$ cat config.mk
export PLATFORM = sky130hd
export DESIGN_NAME = rvCore
export DESIGN_NICKNAME = d
export VERILOG_FILES = /design/src/rtl/rv_pkg.sv /design/src/rtl/rvCore.sv /design/src/rtl/rvAlu.sv /design/src/rtl/rvRegFile.sv /design/src/rtl/rvDecoder.sv
export VERILOG_INCLUDE_DIRS = /design/src /design/src/rtl
export SDC_FILE = /design/constraint.sdc
export NUM_CORES = 2
export LEC_CHECK = 0
export BUFFER_PORTS_ARGS = -buffer_cell sky130_fd_sc_hd__buf_2
export CAP_MARGIN = 20
export CORE_ASPECT_RATIO = 1.75
export CORE_MARGIN = 2
export CORE_UTILIZATION = 30
export DETAILED_ROUTE_END_ITERATION = 8
export GPL_TIMING_DRIVEN = 0
export PLACE_DENSITY_LB_ADDON = 0.25
export SLEW_MARGIN = 20
export SYNTH_ARGS = -nofsm -noshare
export SYNTH_HDL_FRONTEND = slang
export SYNTH_SLANG_ARGS = --single-unit
export TNS_END_PERCENT = 20
$ cat constraint.sdc
create_clock -name clk -period 8.8 [get_ports clk]
set_clock_uncertainty 0.05 [all_clocks]
set_input_delay 1.76 -clock clk [delete_from_list [all_inputs] [get_ports clk]]
set_output_delay 1.76 -clock clk [all_outputs]
set_load 0.01 [all_outputs]
$ cat src/rtl/rv_defines.svh
// core-wide sizing macros for the RV32I multi-cycle core
`ifndef RV_DEFINES_SVH
`define RV_DEFINES_SVH

// data path width, also the width of addresses and registers
`define RV_XLEN 32

// address of the first instruction fetch after reset
// must be word aligned
`define RV_RESET_ADDR 32'h0000_0000

// architectural integer registers, x0 included
`define RV_NREGS 32

// width of a shift amount and of a register index
// log2 of RV_XLEN and of RV_NREGS
`define RV_SHAMT_W 5

`endif
$ cat src/rtl/rv_pkg.sv
// shared types of the RV32I core
// opcode and controller state enums, decoded instruction struct
// and the memory bus request and response structs
`include "rv_defines.svh"

package rv_pkg;

   // kept major opcodes taken from instruction bits 6..2
   typedef enum logic [4:0] {
      opLoad    = 5'b00000,
      opAluImm  = 5'b00100,
      opAuipc   = 5'b00101,
      opStore   = 5'b01000,
      opAluReg  = 5'b01100,
      opLui     = 5'b01101,
      opBranch  = 5'b11000,
      opJalr    = 5'b11001,
      opJal     = 5'b11011,
      // everything else executes as a no-op
      opIllegal = 5'b11111
   } opcode_t;

   // controller states with one instruction in flight at a time
   typedef enum logic [1:0] {
      fetchInstr,
      waitInstr,
      execute,
      waitAluOrMem
   } ctrlState_t;

   // fully decoded instruction
   typedef struct packed {
      opcode_t                opcode;
      logic [4:0]             rd;
      logic [4:0]             rs1;
      logic [4:0]             rs2;
      logic [2:0]             funct3;
      // instr[30] selects sub and arithmetic shift right
      logic                   altFunct;
      // instr[5] is set for the register form of ALU ops
      logic                   regOperand;
      logic [`RV_XLEN-1:0]    immI;
      logic [`RV_XLEN-1:0]    immS;
      logic [`RV_XLEN-1:0]    immB;
      logic [`RV_XLEN-1:0]    immJ;
      logic [`RV_XLEN-1:0]    immU;
      logic                   isAlu;
      logic                   isShift;
      logic                   writesRd;
      logic                   usesRs2Operand;
   } decodedInstr_t;

   // core to memory
   typedef struct packed {
      logic [`RV_XLEN-1:0]    addr;
      logic [`RV_XLEN-1:0]    wdata;
      logic [3:0]             wmask;
      logic                   rstrb;
   } memReq_t;

   // memory to core
   typedef struct packed {
      logic [`RV_XLEN-1:0]    rdata;
      logic                   rbusy;
      logic                   wbusy;
   } memRsp_t;

endpackage

$ cat src/rtl/rvCore.sv
// top level of the multi-cycle RV32I core
// controller FSM, PC, address selection and write-back mux
`timescale 1ns/100ps
`include "rv_defines.svh"

module rvCore #(
   parameter logic [`RV_XLEN-1:0] resetAddr = `RV_RESET_ADDR
) (
   input  logic            clk,
   input  logic            reset,
   output rv_pkg::memReq_t memReq,
   input  rv_pkg::memRsp_t memRsp
);
   import rv_pkg::*;

   ctrlState_t          state;
   logic [`RV_XLEN-1:0] pc;
   // latched instruction word
   logic [`RV_XLEN-1:0] instrWord;
   decodedInstr_t       decoded;

   logic [`RV_XLEN-1:0] rs1Data;
   logic [`RV_XLEN-1:0] rs2Data;
   logic [`RV_XLEN-1:0] aluIn2;
   logic [`RV_XLEN-1:0] aluResult;
   logic [`RV_XLEN-1:0] aluSum;
   logic                aluPredicate;
   logic                aluBusy;
   logic                aluStart;

   logic [`RV_XLEN-1:0] pcPlus4;
   logic [`RV_XLEN-1:0] pcPlusImm;
   logic [`RV_XLEN-1:0] lsAddr;
   logic [`RV_XLEN-1:0] wbData;
   logic                writeBack;
   logic                instrAccept;
   logic                needToWait;
   logic                jumpToImm;

   rvDecoder uDecoder (
      .instrWord (instrWord),
      .decoded   (decoded)
   );

   // operand indices come straight off the bus so they are read
   // in the same cycle the instruction is latched
   rvRegFile uRegFile (
      .clk     (clk),
      .readEn  (instrAccept),
      .rs1Idx  (memRsp.rdata[19:15]),
      .rs2Idx  (memRsp.rdata[24:20]),
      .rs1Data (rs1Data),
      .rs2Data (rs2Data),
      .writeEn (writeBack),
      .rdIdx   (decoded.rd),
      .rdData  (wbData)
   );

   rvAlu uAlu (
      .clk       (clk),
      .reset     (reset),
      .decoded   (decoded),
      .in1       (rs1Data),
      .in2       (aluIn2),
      .start     (aluStart),
      .result    (aluResult),
      .sum       (aluSum),
      .predicate (aluPredicate),
      .busy      (aluBusy)
   );

   assign aluIn2 = decoded.usesRs2Operand ? rs2Data : decoded.immI;

   // instruction word arrives in the first waitInstr cycle without rbusy
   assign instrAccept = (state == waitInstr) && !memRsp.rbusy;

   assign pcPlus4 = pc + `RV_XLEN'd4;
   // jal, auipc and branch targets share one adder
   assign pcPlusImm = pc + ((decoded.opcode == opJal)   ? decoded.immJ :
                            (decoded.opcode == opAuipc) ? decoded.immU :
                                                          decoded.immB);
   // loads use immI and stores use immS
   assign lsAddr = rs1Data + ((decoded.opcode == opStore) ? decoded.immS :
                                                            decoded.immI);

   assign jumpToImm  = (decoded.opcode == opJal) ||
                       ((decoded.opcode == opBranch) && aluPredicate);
   assign needToWait = (decoded.opcode == opLoad) || (decoded.opcode == opStore) ||
                       decoded.isShift;
   assign aluStart   = (state == execute) && decoded.isShift;

   // bus address is the pc during fetch and the data address otherwise
   always_comb begin
      memReq.addr  = ((state == fetchInstr) || (state == waitInstr)) ? pc : lsAddr;
      memReq.wdata = rs2Data;
      // only whole aligned words are stored
      memReq.wmask = {4{(state == execute) && (decoded.opcode == opStore)}};
      memReq.rstrb = (state == fetchInstr) ||
                     ((state == execute) && (decoded.opcode == opLoad));
   end

   // write-back may repeat in waitAluOrMem and the last write carries the final value
   assign writeBack = decoded.writesRd && ((state == execute) || (state == waitAluOrMem));

   always_comb begin
      if (decoded.isAlu) begin
         wbData = aluResult;
      end else begin
         case (decoded.opcode)
            opLui:        wbData = decoded.immU;
            opAuipc:      wbData = pcPlusImm;
            // link address from pc which still holds the jump's own address
            opJal, opJalr: wbData = pcPlus4;
            opLoad:       wbData = memRsp.rdata;
            default:      wbData = '0;
         endcase
      end
   end

   always_ff @(posedge clk) begin
      if (instrAccept) begin
         instrWord <= memRsp.rdata;
      end
   end

   // controller
   always_ff @(posedge clk) begin
      if (!reset) begin
         // leave reset through the wait state so a pending write drains
         state <= waitAluOrMem;
         pc    <= resetAddr;
      end else begin
         case (state)
            fetchInstr: begin
               state <= waitInstr;
            end
            waitInstr: begin
               if (!memRsp.rbusy) begin
                  state <= execute;
               end
            end
            execute: begin
               // jalr target has its lsb cleared
               if (decoded.opcode == opJalr) begin
                  pc <= {aluSum[`RV_XLEN-1:1], 1'b0};
               end else if (jumpToImm) begin
                  pc <= pcPlusImm;
               end else begin
                  pc <= pcPlus4;
               end
               state <= needToWait ? waitAluOrMem : fetchInstr;
            end
            default: begin
               if (!aluBusy && !memRsp.rbusy && !memRsp.wbusy) begin
                  state <= fetchInstr;
               end
            end
         endcase
      end
   end

endmodule

$ cat src/rtl/rvAlu.sv
// ALU with adder, subtract based compares, logic ops and branch predicate
// plus a serial shifter that moves one bit per cycle
`timescale 1ns/100ps
`include "rv_defines.svh"

module rvAlu (
   input  logic                  clk,
   input  logic                  reset,
   input  rv_pkg::decodedInstr_t decoded,
   input  logic [`RV_XLEN-1:0]   in1,
   input  logic [`RV_XLEN-1:0]   in2,
   input  logic                  start,
   output logic [`RV_XLEN-1:0]   result,
   output logic [`RV_XLEN-1:0]   sum,
   output logic                  predicate,
   output logic                  busy
);

   // one extra bit holds the borrow
   logic [`RV_XLEN:0]       minus;
   logic                    lt;
   logic                    ltu;
   logic                    eq;
   logic [`RV_XLEN-1:0]     shiftReg;
   logic [`RV_SHAMT_W-1:0]  shamt;

   // shared by add, addi and the jalr target
   assign sum = in1 + in2;

   // a single subtract gives sub, equal and both less-than flavours
   assign minus = {1'b0, in1} - {1'b0, in2};
   assign ltu   = minus[`RV_XLEN];
   // with differing signs in1 is smaller exactly when it is negative
   assign lt    = (in1[`RV_XLEN-1] ^ in2[`RV_XLEN-1]) ? in1[`RV_XLEN-1] : ltu;
   assign eq    = (minus[`RV_XLEN-1:0] == '0);

   always_comb begin
      case (decoded.funct3)
         // addi has bit 30 inside its immediate, so bit 5 must qualify sub
         3'b000: result = (decoded.altFunct && decoded.regOperand) ?
                          minus[`RV_XLEN-1:0] : sum;
         3'b010: result = {{(`RV_XLEN-1){1'b0}}, lt};
         3'b011: result = {{(`RV_XLEN-1){1'b0}}, ltu};
         3'b100: result = in1 ^ in2;
         3'b110: result = in1 | in2;
         3'b111: result = in1 & in2;
         // shifter output for 001 and 101
         default: result = shiftReg;
      endcase
   end

   always_comb begin
      case (decoded.funct3)
         3'b000: predicate = eq;
         3'b001: predicate = !eq;
         3'b100: predicate = lt;
         3'b101: predicate = !lt;
         3'b110: predicate = ltu;
         3'b111: predicate = !ltu;
         default: predicate = 1'b0;
      endcase
   end

   // busy while shift steps remain
   assign busy = (shamt != '0);

   always_ff @(posedge clk) begin
      if (!reset) begin
         shamt <= '0;
      end else if (start) begin
         shamt <= in2[`RV_SHAMT_W-1:0];
      end else if (busy) begin
         shamt <= shamt - 1'b1;
      end
   end

   // funct3[2] picks right shifts and bit 30 turns srl into sra
   always_ff @(posedge clk) begin
      if (start) begin
         shiftReg <= in1;
      end else if (busy) begin
         if (decoded.funct3[2]) begin
            shiftReg <= {decoded.altFunct & shiftReg[`RV_XLEN-1],
                         shiftReg[`RV_XLEN-1:1]};
         end else begin
            shiftReg <= {shiftReg[`RV_XLEN-2:0], 1'b0};
         end
      end
   end

endmodule

$ cat src/rtl/rvRegFile.sv
// 32 x 32 register file with two registered read ports and one write port
`timescale 1ns/100ps
`include "rv_defines.svh"

module rvRegFile (
   input  logic                   clk,
   // operands are captured only while the instruction is accepted
   input  logic                   readEn,
   input  logic [`RV_SHAMT_W-1:0] rs1Idx,
   input  logic [`RV_SHAMT_W-1:0] rs2Idx,
   output logic [`RV_XLEN-1:0]    rs1Data,
   output logic [`RV_XLEN-1:0]    rs2Data,
   input  logic                   writeEn,
   input  logic [`RV_SHAMT_W-1:0] rdIdx,
   input  logic [`RV_XLEN-1:0]    rdData
);

   logic [`RV_XLEN-1:0] regs [`RV_NREGS];

   // x0 is never written
   always_ff @(posedge clk) begin
      if (writeEn && (rdIdx != '0)) begin
         regs[rdIdx] <= rdData;
      end
   end

   // read ports hold their value until the next accepted instruction
   // so a write to rd does not disturb a pending load or store address
   always_ff @(posedge clk) begin
      if (readEn) begin
         // entry zero reads as zero whatever the array holds
         rs1Data <= (rs1Idx == '0) ? '0 : regs[rs1Idx];
         rs2Data <= (rs2Idx == '0) ? '0 : regs[rs2Idx];
      end
   end

endmodule

$ cat src/rtl/rvDecoder.sv
// decoder from instruction word to decoded struct with immediates and flags
`timescale 1ns/100ps
`include "rv_defines.svh"

module rvDecoder (
   input  logic [`RV_XLEN-1:0]   instrWord,
   output rv_pkg::decodedInstr_t decoded
);
   import rv_pkg::*;

   opcode_t opcode;

   // unknown or compressed encodings decode as the illegal opcode
   always_comb begin
      if (instrWord[1:0] != 2'b11) begin
         opcode = opIllegal;
      end else begin
         case (instrWord[6:2])
            opLoad, opAluImm, opAuipc, opStore, opAluReg,
            opLui, opBranch, opJalr, opJal: begin
               opcode = opcode_t'(instrWord[6:2]);
            end
            default: begin
               opcode = opIllegal;
            end
         endcase
      end
   end

   always_comb begin
      decoded.opcode     = opcode;
      decoded.rd         = instrWord[11:7];
      decoded.rs1        = instrWord[19:15];
      decoded.rs2        = instrWord[24:20];
      decoded.funct3     = instrWord[14:12];
      decoded.altFunct   = instrWord[30];
      decoded.regOperand = instrWord[5];

      // the five immediate formats are sign extended from bit 31
      decoded.immI = {{(`RV_XLEN-11){instrWord[31]}}, instrWord[30:20]};
      decoded.immS = {{(`RV_XLEN-11){instrWord[31]}}, instrWord[30:25],
                      instrWord[11:7]};
      // B and J carry an implicit zero lsb
      decoded.immB = {{(`RV_XLEN-12){instrWord[31]}}, instrWord[7],
                      instrWord[30:25], instrWord[11:8], 1'b0};
      decoded.immJ = {{(`RV_XLEN-20){instrWord[31]}}, instrWord[19:12],
                      instrWord[20], instrWord[30:21], 1'b0};
      // upper immediate fills the low 12 bits with zeros
      decoded.immU = {instrWord[31:12], 12'b0};

      decoded.isAlu = (opcode == opAluImm) || (opcode == opAluReg);
      // funct3 001 is sll and 101 is srl or sra
      decoded.isShift = decoded.isAlu && (instrWord[13:12] == 2'b01);
      // branches, stores and no-ops leave rd untouched
      decoded.writesRd = !((opcode == opBranch) || (opcode == opStore) ||
                           (opcode == opIllegal));
      // second ALU operand is rs2 for reg ops and compares and immI otherwise
      decoded.usesRs2Operand = (opcode == opAluReg) || (opcode == opBranch);
   end

endmodule

=== Yosys cells after proc, flatten, opt, wreduce, memory -nomap -nowiden ===
Memories as Yosys holds them, arrays and structs flattened. A register that Yosys moved wholly into a read port is not among the register bits.
Cells that the tools add are included.

* Flip-flop bits (word level): 103
* Latch bits: 0
* Memory bits (writable): 1024
* Bits in read-only memories: 0
* Bits of input ports: 36
* Output and inout port bits: 69
* Logic and storage cells: 115
* Memories kept: 1

{| class="wikitable"
|+ Memory list
! name !! words !! width !! rd ports !! clocked after memory_dff !! wr ports !! RTL line !! source
|-
| uRegFile.regs || 32 || 32 || 2 || 2 || 1 || rvRegFile.sv:18 || <nowiki>logic [`RV_XLEN-1:0] regs [`RV_NREGS];</nowiki>
|}

* Add/sub/neg operators: 6
* Multipliers: 0
* Divide/modulo/power cells: 0
* $lt $le $gt $ge: 0
* Equality and inequality tests: 30
* Shift-type cells: 0
* Mux-type cells: 26
* Bitwise logic cells: 5
* Reductions and logical operators: 42

{| class="wikitable"
|+ Operator list
! cell !! count
|-
| 32-bit two-way mux || 9
|-
| 32-bit case mux with 6 select lines || 1
|-
| 32-bit case mux with 4 select lines || 1
|-
| 32-bit adder || 3
|-
| 31-bit two-way mux || 2
|-
| 5-bit == test, second input constant || 7
|-
| 32-bit by 32-bit subtractor with 33-bit output || 1
|-
| 32-bit by 3-bit adder with 32-bit output, second input constant || 1
|-
| 32-bit AND || 1
|-
| 32-bit zero test || 1
|-
| 32-bit bitwise OR || 1
|-
| 32-bit XOR || 1
|-
| 5-bit by 4-bit == test with 1-bit output, second input constant || 6
|-
| 5-bit two-way mux || 5
|-
| 5-bit by 3-bit == test with 1-bit output, second input constant || 4
|-
| 5-bit zero test || 4
|-
| 3-bit == test, second input constant || 4
|-
| 1-bit logical AND || 11
|-
| 1-bit logical OR || 10
|-
| 5-bit nonzero test || 2
|-
| 9-bit OR reduction || 1
|-
| 1-bit zero test || 7
|-
| 3-bit by 2-bit == test with 1-bit output, second input constant || 2
|-
| 2-bit two-way mux || 3
|-
| 16 further kinds || 21
|}

=== Longest topological paths before layout ===
* Word-level depth: 15
* Depth in mapped cells: 24

=== Modules after synthesis ===
From an unflattened synthesis, not the netlist that was laid out.

* Cells, all modules: 5114
* Area, all modules: 68400.6 um2

{| class="wikitable"
|+ Modules (own cells, without submodules)
! module !! instances !! cells each !! area an instance (um2) !! seq. area each (um2)
|-
| rvRegFile || 1 || 2480 || 49209.7 || 32671.3
|-
| rvCore || 1 || 1205 || 9166.3 || 1641.6
|-
| rvAlu || 1 || 1223 || 8501.9 || 1061.0
|-
| rvDecoder || 1 || 206 || 1522.7 || 0.0
|}

=== Least setup slack after synthesis ===
OpenSTA, ideal clock, no wires.

* Kind: reg2reg
* Start point: register instrWord[2]
* End point: memory uRegFile.regs[0][30] in the netlist's numbering (data pin)
* Arrival: 6.884 ns
* Data required time: 8.187 ns
* Setup slack: 1.303 ns
* Stages on the path, launching flop included: 22
* Path buffers: 3
* Cell sequence: edfxtp_1 > nor2_1 > nand3_1 > nor3_1 > clkbuf_1 > clkbuf_1 > a21o_1 > inv_1 > ha_1 > buf_1 > inv_1 > nor3_1 > nand2_1 > o21ai_0 > a21oi_1 > o41ai_1 > a21o_1 > nand2_1 > a31oi_1 > a31oi_1 > xnor2_1 > o41ai_1

* Cells in the longest elaborated chain, start to end: 11
* Elaborated cells between the ends (all ways): 36
* Classes of those cells: add/sub: 3; eq/ne: 15; mux: 9; bitwise: 3; reduce/logical: 6

{| class="wikitable"
|+ RTL lines
! item !! RTL line !! source
|-
| from (decl) || rvCore.sv:19 || <nowiki>logic [`RV_XLEN-1:0] instrWord;</nowiki>
|-
| from (signal assigned) || rvCore.sv:122 || <nowiki>instrWord <= memRsp.rdata;</nowiki>
|-
| 5-bit by 3-bit == test with 1-bit output (tied with other cells) || rvDecoder.sv:18 || <nowiki>case (instrWord[6:2])</nowiki>
|-
| 9-bit OR reduction || rvDecoder.sv:18 ||
|-
| 5-bit two-way mux * || rvDecoder.sv:18 ||
|-
| 5-bit two-way mux * || rvDecoder.sv:15 || <nowiki>if (instrWord[1:0] != 2'b11) begin</nowiki>
|-
| 5-bit by 4-bit == test with 1-bit output / 5-bit == test (equally long branches) || rvDecoder.sv:51, rvDecoder.sv:58 ||
|-
| 1-bit logical OR || rvDecoder.sv:58 || <nowiki>decoded.usesRs2Operand = (opcode == opAluReg) || (opcode == opBranch);</nowiki>
|-
| 32-bit two-way mux || rvCore.sv:72 || <nowiki>assign aluIn2 = decoded.usesRs2Operand ? rs2Data : decoded.immI;</nowiki>
|-
| 32-bit adder / 32-bit by 32-bit subtractor with 33-bit output (equally long branches) || rvAlu.sv:28, rvAlu.sv:31 ||
|-
| 32-bit two-way mux || rvAlu.sv:40 || <nowiki>3'b000: result = (decoded.altFunct && decoded.regOperand) ?</nowiki>
|-
| 32-bit case mux with 6 select lines || rvAlu.sv:38 || <nowiki>case (decoded.funct3)</nowiki>
|-
| 32-bit two-way mux * || rvCore.sv:106 || <nowiki>if (decoded.isAlu) begin</nowiki>
|-
| net uRegFile.rdData[30] || rvRegFile.sv:15 || <nowiki>input logic [`RV_XLEN-1:0] rdData</nowiki>
|-
| to (decl) || rvRegFile.sv:18 ||
|}

Mark *: on every way through the listed nets, which the timed path passes. The rest lies on a longest branch.

=== Final worst setup path ===
* Start point: register instrWord[2]
* End point: register pc[4]

* Cells in the longest elaborated chain, start to end: 15
* Elaborated cells between the ends (all ways): 35
* Classes of those cells: add/sub: 3; eq/ne: 13; mux: 9; bitwise: 1; reduce/logical: 9

{| class="wikitable"
|+ RTL lines
! item !! RTL line !! source
|-
| 5-bit by 3-bit == test with 1-bit output (tied with other cells) || rvDecoder.sv:18 ||
|-
| 9-bit OR reduction || rvDecoder.sv:18 ||
|-
| 5-bit two-way mux * || rvDecoder.sv:18 ||
|-
| 5-bit two-way mux * || rvDecoder.sv:15 ||
|-
| 5-bit by 4-bit == test with 1-bit output / 5-bit == test (equally long branches) || rvDecoder.sv:58, rvCore.sv:87 ||
|-
| 1-bit logical OR || rvDecoder.sv:58 ||
|-
| 32-bit two-way mux || rvCore.sv:72 ||
|-
| 32-bit by 32-bit subtractor with 33-bit output / 1-bit XOR (equally long branches) || rvAlu.sv:31, rvAlu.sv:34 ||
|-
| 32-bit zero test / 1-bit two-way mux (equally long branches) || rvAlu.sv:35, rvAlu.sv:34 ||
|-
| 1-bit zero test (on tied branches) || rvAlu.sv:55, rvAlu.sv:57 ||
|-
| 1-bit case mux with 6 select lines || rvAlu.sv:53 || <nowiki>case (decoded.funct3)</nowiki>
|-
| 1-bit logical AND || rvCore.sv:87 || <nowiki>((decoded.opcode == opBranch) && aluPredicate);</nowiki>
|-
| 1-bit logical OR || rvCore.sv:86 || <nowiki>assign jumpToImm = (decoded.opcode == opJal) ||</nowiki>
|-
| 32-bit two-way mux || rvCore.sv:146 || <nowiki>end else if (jumpToImm) begin</nowiki>
|-
| 32-bit two-way mux * || rvCore.sv:144 || <nowiki>if (decoded.opcode == opJalr) begin</nowiki>
|-
| to (signal assigned) || rvCore.sv:145 || <nowiki>pc <= {aluSum[`RV_XLEN-1:1], 1'b0};</nowiki>
|-
| to (signal assigned) || rvCore.sv:147 || <nowiki>pc <= pcPlusImm;</nowiki>
|-
| to (signal assigned) || rvCore.sv:149 || <nowiki>pc <= pcPlus4;</nowiki>
|-
| to (decl) || rvCore.sv:17 || <nowiki>logic [`RV_XLEN-1:0] pc;</nowiki>
|}

Mark *: on every way between the ends. The rest lies on a longest branch, timed or not.
A chain may end at the register's enable or synchronous reset.

==> metrics.md <==
| Metric | Value |
|---|---|
| Status | `finished, violations left` |
| Failing checks | `negative setup slack` |
| Synth warn | `0` |
| Final period utilization | `1.026` |
| Cts bufs inserted | `109` |
| Number of remaining DRC errors | `0` |
| Crit path max fanout | `14` |
| Final ANT Viol Nets | `0` |
| CTS Buffer Depth | `3` |
| Family with the most delay on the worst path | `simple AND/OR/NAND/NOR gates` |
| Multi-input logic area | `28530 sq um` |
| Placed Area | `72410 sq um` |
| Critical Path Max Stage Delay | `680 ps` |
| CTS tree | `yes` |
| Max Cap Violations | `0` |
| Clock share of power | `0.330` |
| Initial drt markers | `5028` |
| H-tree Lvls | `3` |
| Total gr overflow | `0` |
| Most frequent cell after synthesis | `edfxtp_1` |
| Xor/xnor share of the synthesized area | `0.01932` |
| Critical path's slowest cell | `nor4_2` |
| Pint | `10.46 mW` |
| P_leak | `26.99 nW` |
| IO Count | `105` |
| Die Span X | `355.4 um` |
| Synth cell types | `96` |
| Worst-path clk slew | `80 ps` |
| Adder-Cell Fraction of Synth Area | `0.03307` |
| CP most frequent cell | `nand4_1` |
| All-Layer GR Usage | `0.2825` |
| Number of global-route vias before repair | `48447` |
| Nets | `5126` |
| Post-route worst setup slack | `-232.4 ps` |
| Setup CP Type | `flip-flop to flip-flop` |
| Slew Limit Fails | `0` |
| Post-Syn Area | `64840 sq um` |
| First-pass GRT wire length | `417.9 mm` |
| Wirelength per Cell | `40.10 um` |
| Rows | `225` |
| Synth Register Bits | `1190` |
| Final setup fails | `20` |
| Post-synth top cells | `1152 x edfxtp_1, 488 x mux4_2, 262 x nor2_1` |
| Tightest Hold Check Type | `flip-flop to flip-flop` |
| Switching share of total power | `0.3359` |
| NetSw | `5.292 mW` |
| Fraction of the mapped netlist area in compound gates | `0.1013` |
| Seq pwr share | `0.431` |
| Main synth FF type | `edfxtp_1` |
| Clk_lat worst skew | `810 ps` |
| Largest cells by area after synthesis | `edfxtp_1 53%, mux4_2 17%, mux2i_1 3.3%` |
| Pre-Repair DR Iteration Count | `8` |
| Logic pwr share | `0.239` |
| CP cell instances | `nor2_1 -> nand3_1 -> nor3_4 -> buf_4 -> clkbuf_1 -> a21o_1 -> inv_1 -> ha_1 -> inv_1 -> a21oi_1 -> o311ai_0 -> nor2_1 -> nor4b_2 -> nand4_1 -> nor4_2 -> nand4_1 -> nor3_4 -> nand4_1 -> nand3_2 -> buf_6 -> a221oi_1 -> a211o_1` |
| Vias | `46993` |
| Final GP Congestion | `1.013` |
| Worst Tran Pin Value | `1278 ps` |
| Largest net degree at the start of global routing | `33` |
| Synth Area in Simple Gates | `0.05756` |
| Clock sink total | `1190` |
| Final std cells w/o fill | `7857` |
| Yosys top cell by area | `edfxtp_1` |
| Layout cell share with drive strength beyond 1 | `0.2529` |
| Routed WL | `315.1 mm` |
| Main combinational cell family by area after synthesis | `multiplexers` |
| Final Hold Viols | `0` |
| Avg Cell Area, Syn | `14.41 sq um` |
| Sequential cell area | `35350 sq um` |
| Die area | `220000 sq um` |
| Initial antenna violation count | `19` |
| Number of synthesized flops with an enable pin | `1152` |
| Crit end category | `flip-flop` |
| Placed Cells | `7646` |
| Detailed placement HPWL | `248.6 mm` |
| Post-synthesis cell count | `4500` |
| Sequential share of the synthesized area | `0.5453` |
| Unrepaired setup endpoints after global routing | `no` |
| Final Core Density | `0.3550` |
| Filler Cell Count | `20540` |
| CP Data Required Time | `9420 ps` |
| Growth of design area from synthesis to finish | `17.62%` |
| Design Area, Final | `76260 sq um` |
| Vias per cell | `5.981` |
| Pwr/cell area | `206.6 nW/um^2` |
| Initial Utilization | `0.3019` |
| Root Buffer | `clkbuf_16` |
| Port Buffers | `104` |
| Max Clk Rate | `0.1107 GHz` |
| CP Buf/Inv Count | `5` |
| Relative slew margins | `0.1478` |
| Worst vdd ir | `0.1826 mV` |
| Min Tclk post-route | `9032 ps` |
| Die Height | `619.0 um` |
| Post-CTS Setup Inserts | `0` |
| Area share of the largest cell type after synthesis | `0.5335` |
| Total power | `15.76 mW` |
| CP Launch Type | `flip-flop` |
| Core Region | `214800 sq um` |
| Post-synthesis mux area share | `0.2169` |
| Worst Path Arrival | `9650 ps` |
| Async SR Flop Fraction | `0` |
-- stage by stage --
stage	setup WS (ps)	hold slack, ps	TNS [ps]
after global routing	2.186	505.4	0
final	-232.4	470.7	-2446
after global placement	-4202	475.7	-2157160
after floorplan	1303	433.6	0
after detailed placement	-1121	466.4	-32970
after CTS	10.00	476.8	0
-- worst register-to-register path, cell delays in order, from the launching register on --
cell and delay [ps]:
edfxtp_1 470, nor2_1 170, nand3_1 340, nor3_4 530, buf_4 400, clkbuf_1 630
a21o_1 250, inv_1 70, ha_1 290, inv_1 260, a21oi_1 210, o311ai_0 680
nor2_1 410, nor4b_2 670, nand4_1 200, nor4_2 680, nand4_1 340, nor3_4 530
nand4_1 560, nand3_2 490, buf_6 280, a221oi_1 130, a211o_1 300
-- path summary, 6_finish.rpt --
| path | startpoint | end | slack (ps) | cells past startpoint |
|---|---|---|---|---|
| hold reg to reg | pc[31] | pc[31] | 470 | 2 |
| setup / recovery | instrWord[2] | pc[4] | -230 | 22 |
| setup reg to reg | instrWord[2] | pc[4] | -230 | 22 |
| hold / removal | pc[31] | pc[31] | 470 | 2 |
-- power by group through the flow --
stage                     Clock, mW  Combinational [mW]  Sequential (mW)
after CTS                      5.23                3.69             6.77
after global routing           5.42                3.91             6.77
after floorplan                   0                2.02             6.70
after global placement            0                3.50             6.94
after detailed placement          0                3.68             6.89
final                          5.20                3.77             6.79
-- registers in the layout, indices dropped and copies added, names as in the netlist --
register	count
instrWord	32
uRegFile.rs2Data	32
uRegFile.rs1Data	32
uAlu.shamt	5
state	2
pc	31
uAlu.shiftReg	32
uRegFile.regs	1024
-- cell type report --
class                           count  share of cell area
Inverter                          130            0.006399
Buffer                            317             0.01803
Antenna cell                        7           0.0002297
Clock buffer                      125             0.03739
Clock inverter                     78             0.01186
Sequential cell                  1190              0.4636
Multi-Input combinational cell   2893              0.3741
Tap cell                         2837             0.04655
Timing Repair Buffer              280             0.04182
-- cells by family (layout without fill, tap and decap cells) --
logic type               count (synthesis)  in the layout
flip-flops                            1190           1190
AO/OA/AOI/OAI                          959            959
other                                    1             39
multiplexers                           784            784
XOR/XNOR                               143            143
buffers and inverters                  448            930
adder cells (fa/ha/maj)                169            169
AND/OR/NAND/NOR                        806            806
-- per-layer routing --
layer | up-vias | GRT usage | share of wire
met3 | 1215 | 0.04518 | 0.059
met4 | 10 | 0.3010 | 0.13
met5 | - | 0 | 0.00023
met1 | 24142 | 0.2577 | 0.29
met2 | 2592 | 0.5087 | 0.51
li1 | 19034 | - | -
-- cell usage in the layout (no fill, tap or decap), types with 164 or more instances in the layout --
cell type / Yosys / layout
mux2i_1: 213 / 210
nand2_1: 237 / 235
edfxtp_1: 1152 / 1152
a21oi_1: 205 / 203
ha_1: 165 / 165
o21ai_0: 194 / 180
mux4_2: 488 / 488
clkbuf_1: 234 / 183
buf_2: 7 / 164
nor2_1: 262 / 238
-- repair_timing --
item / 4_1_cts / 5_1_grt
gates resized for setup: 2 / 7
endpoints found under the setup margin: 74 / 34
hold buffers: 0 / 0
(Power assumes the default switching activity.)
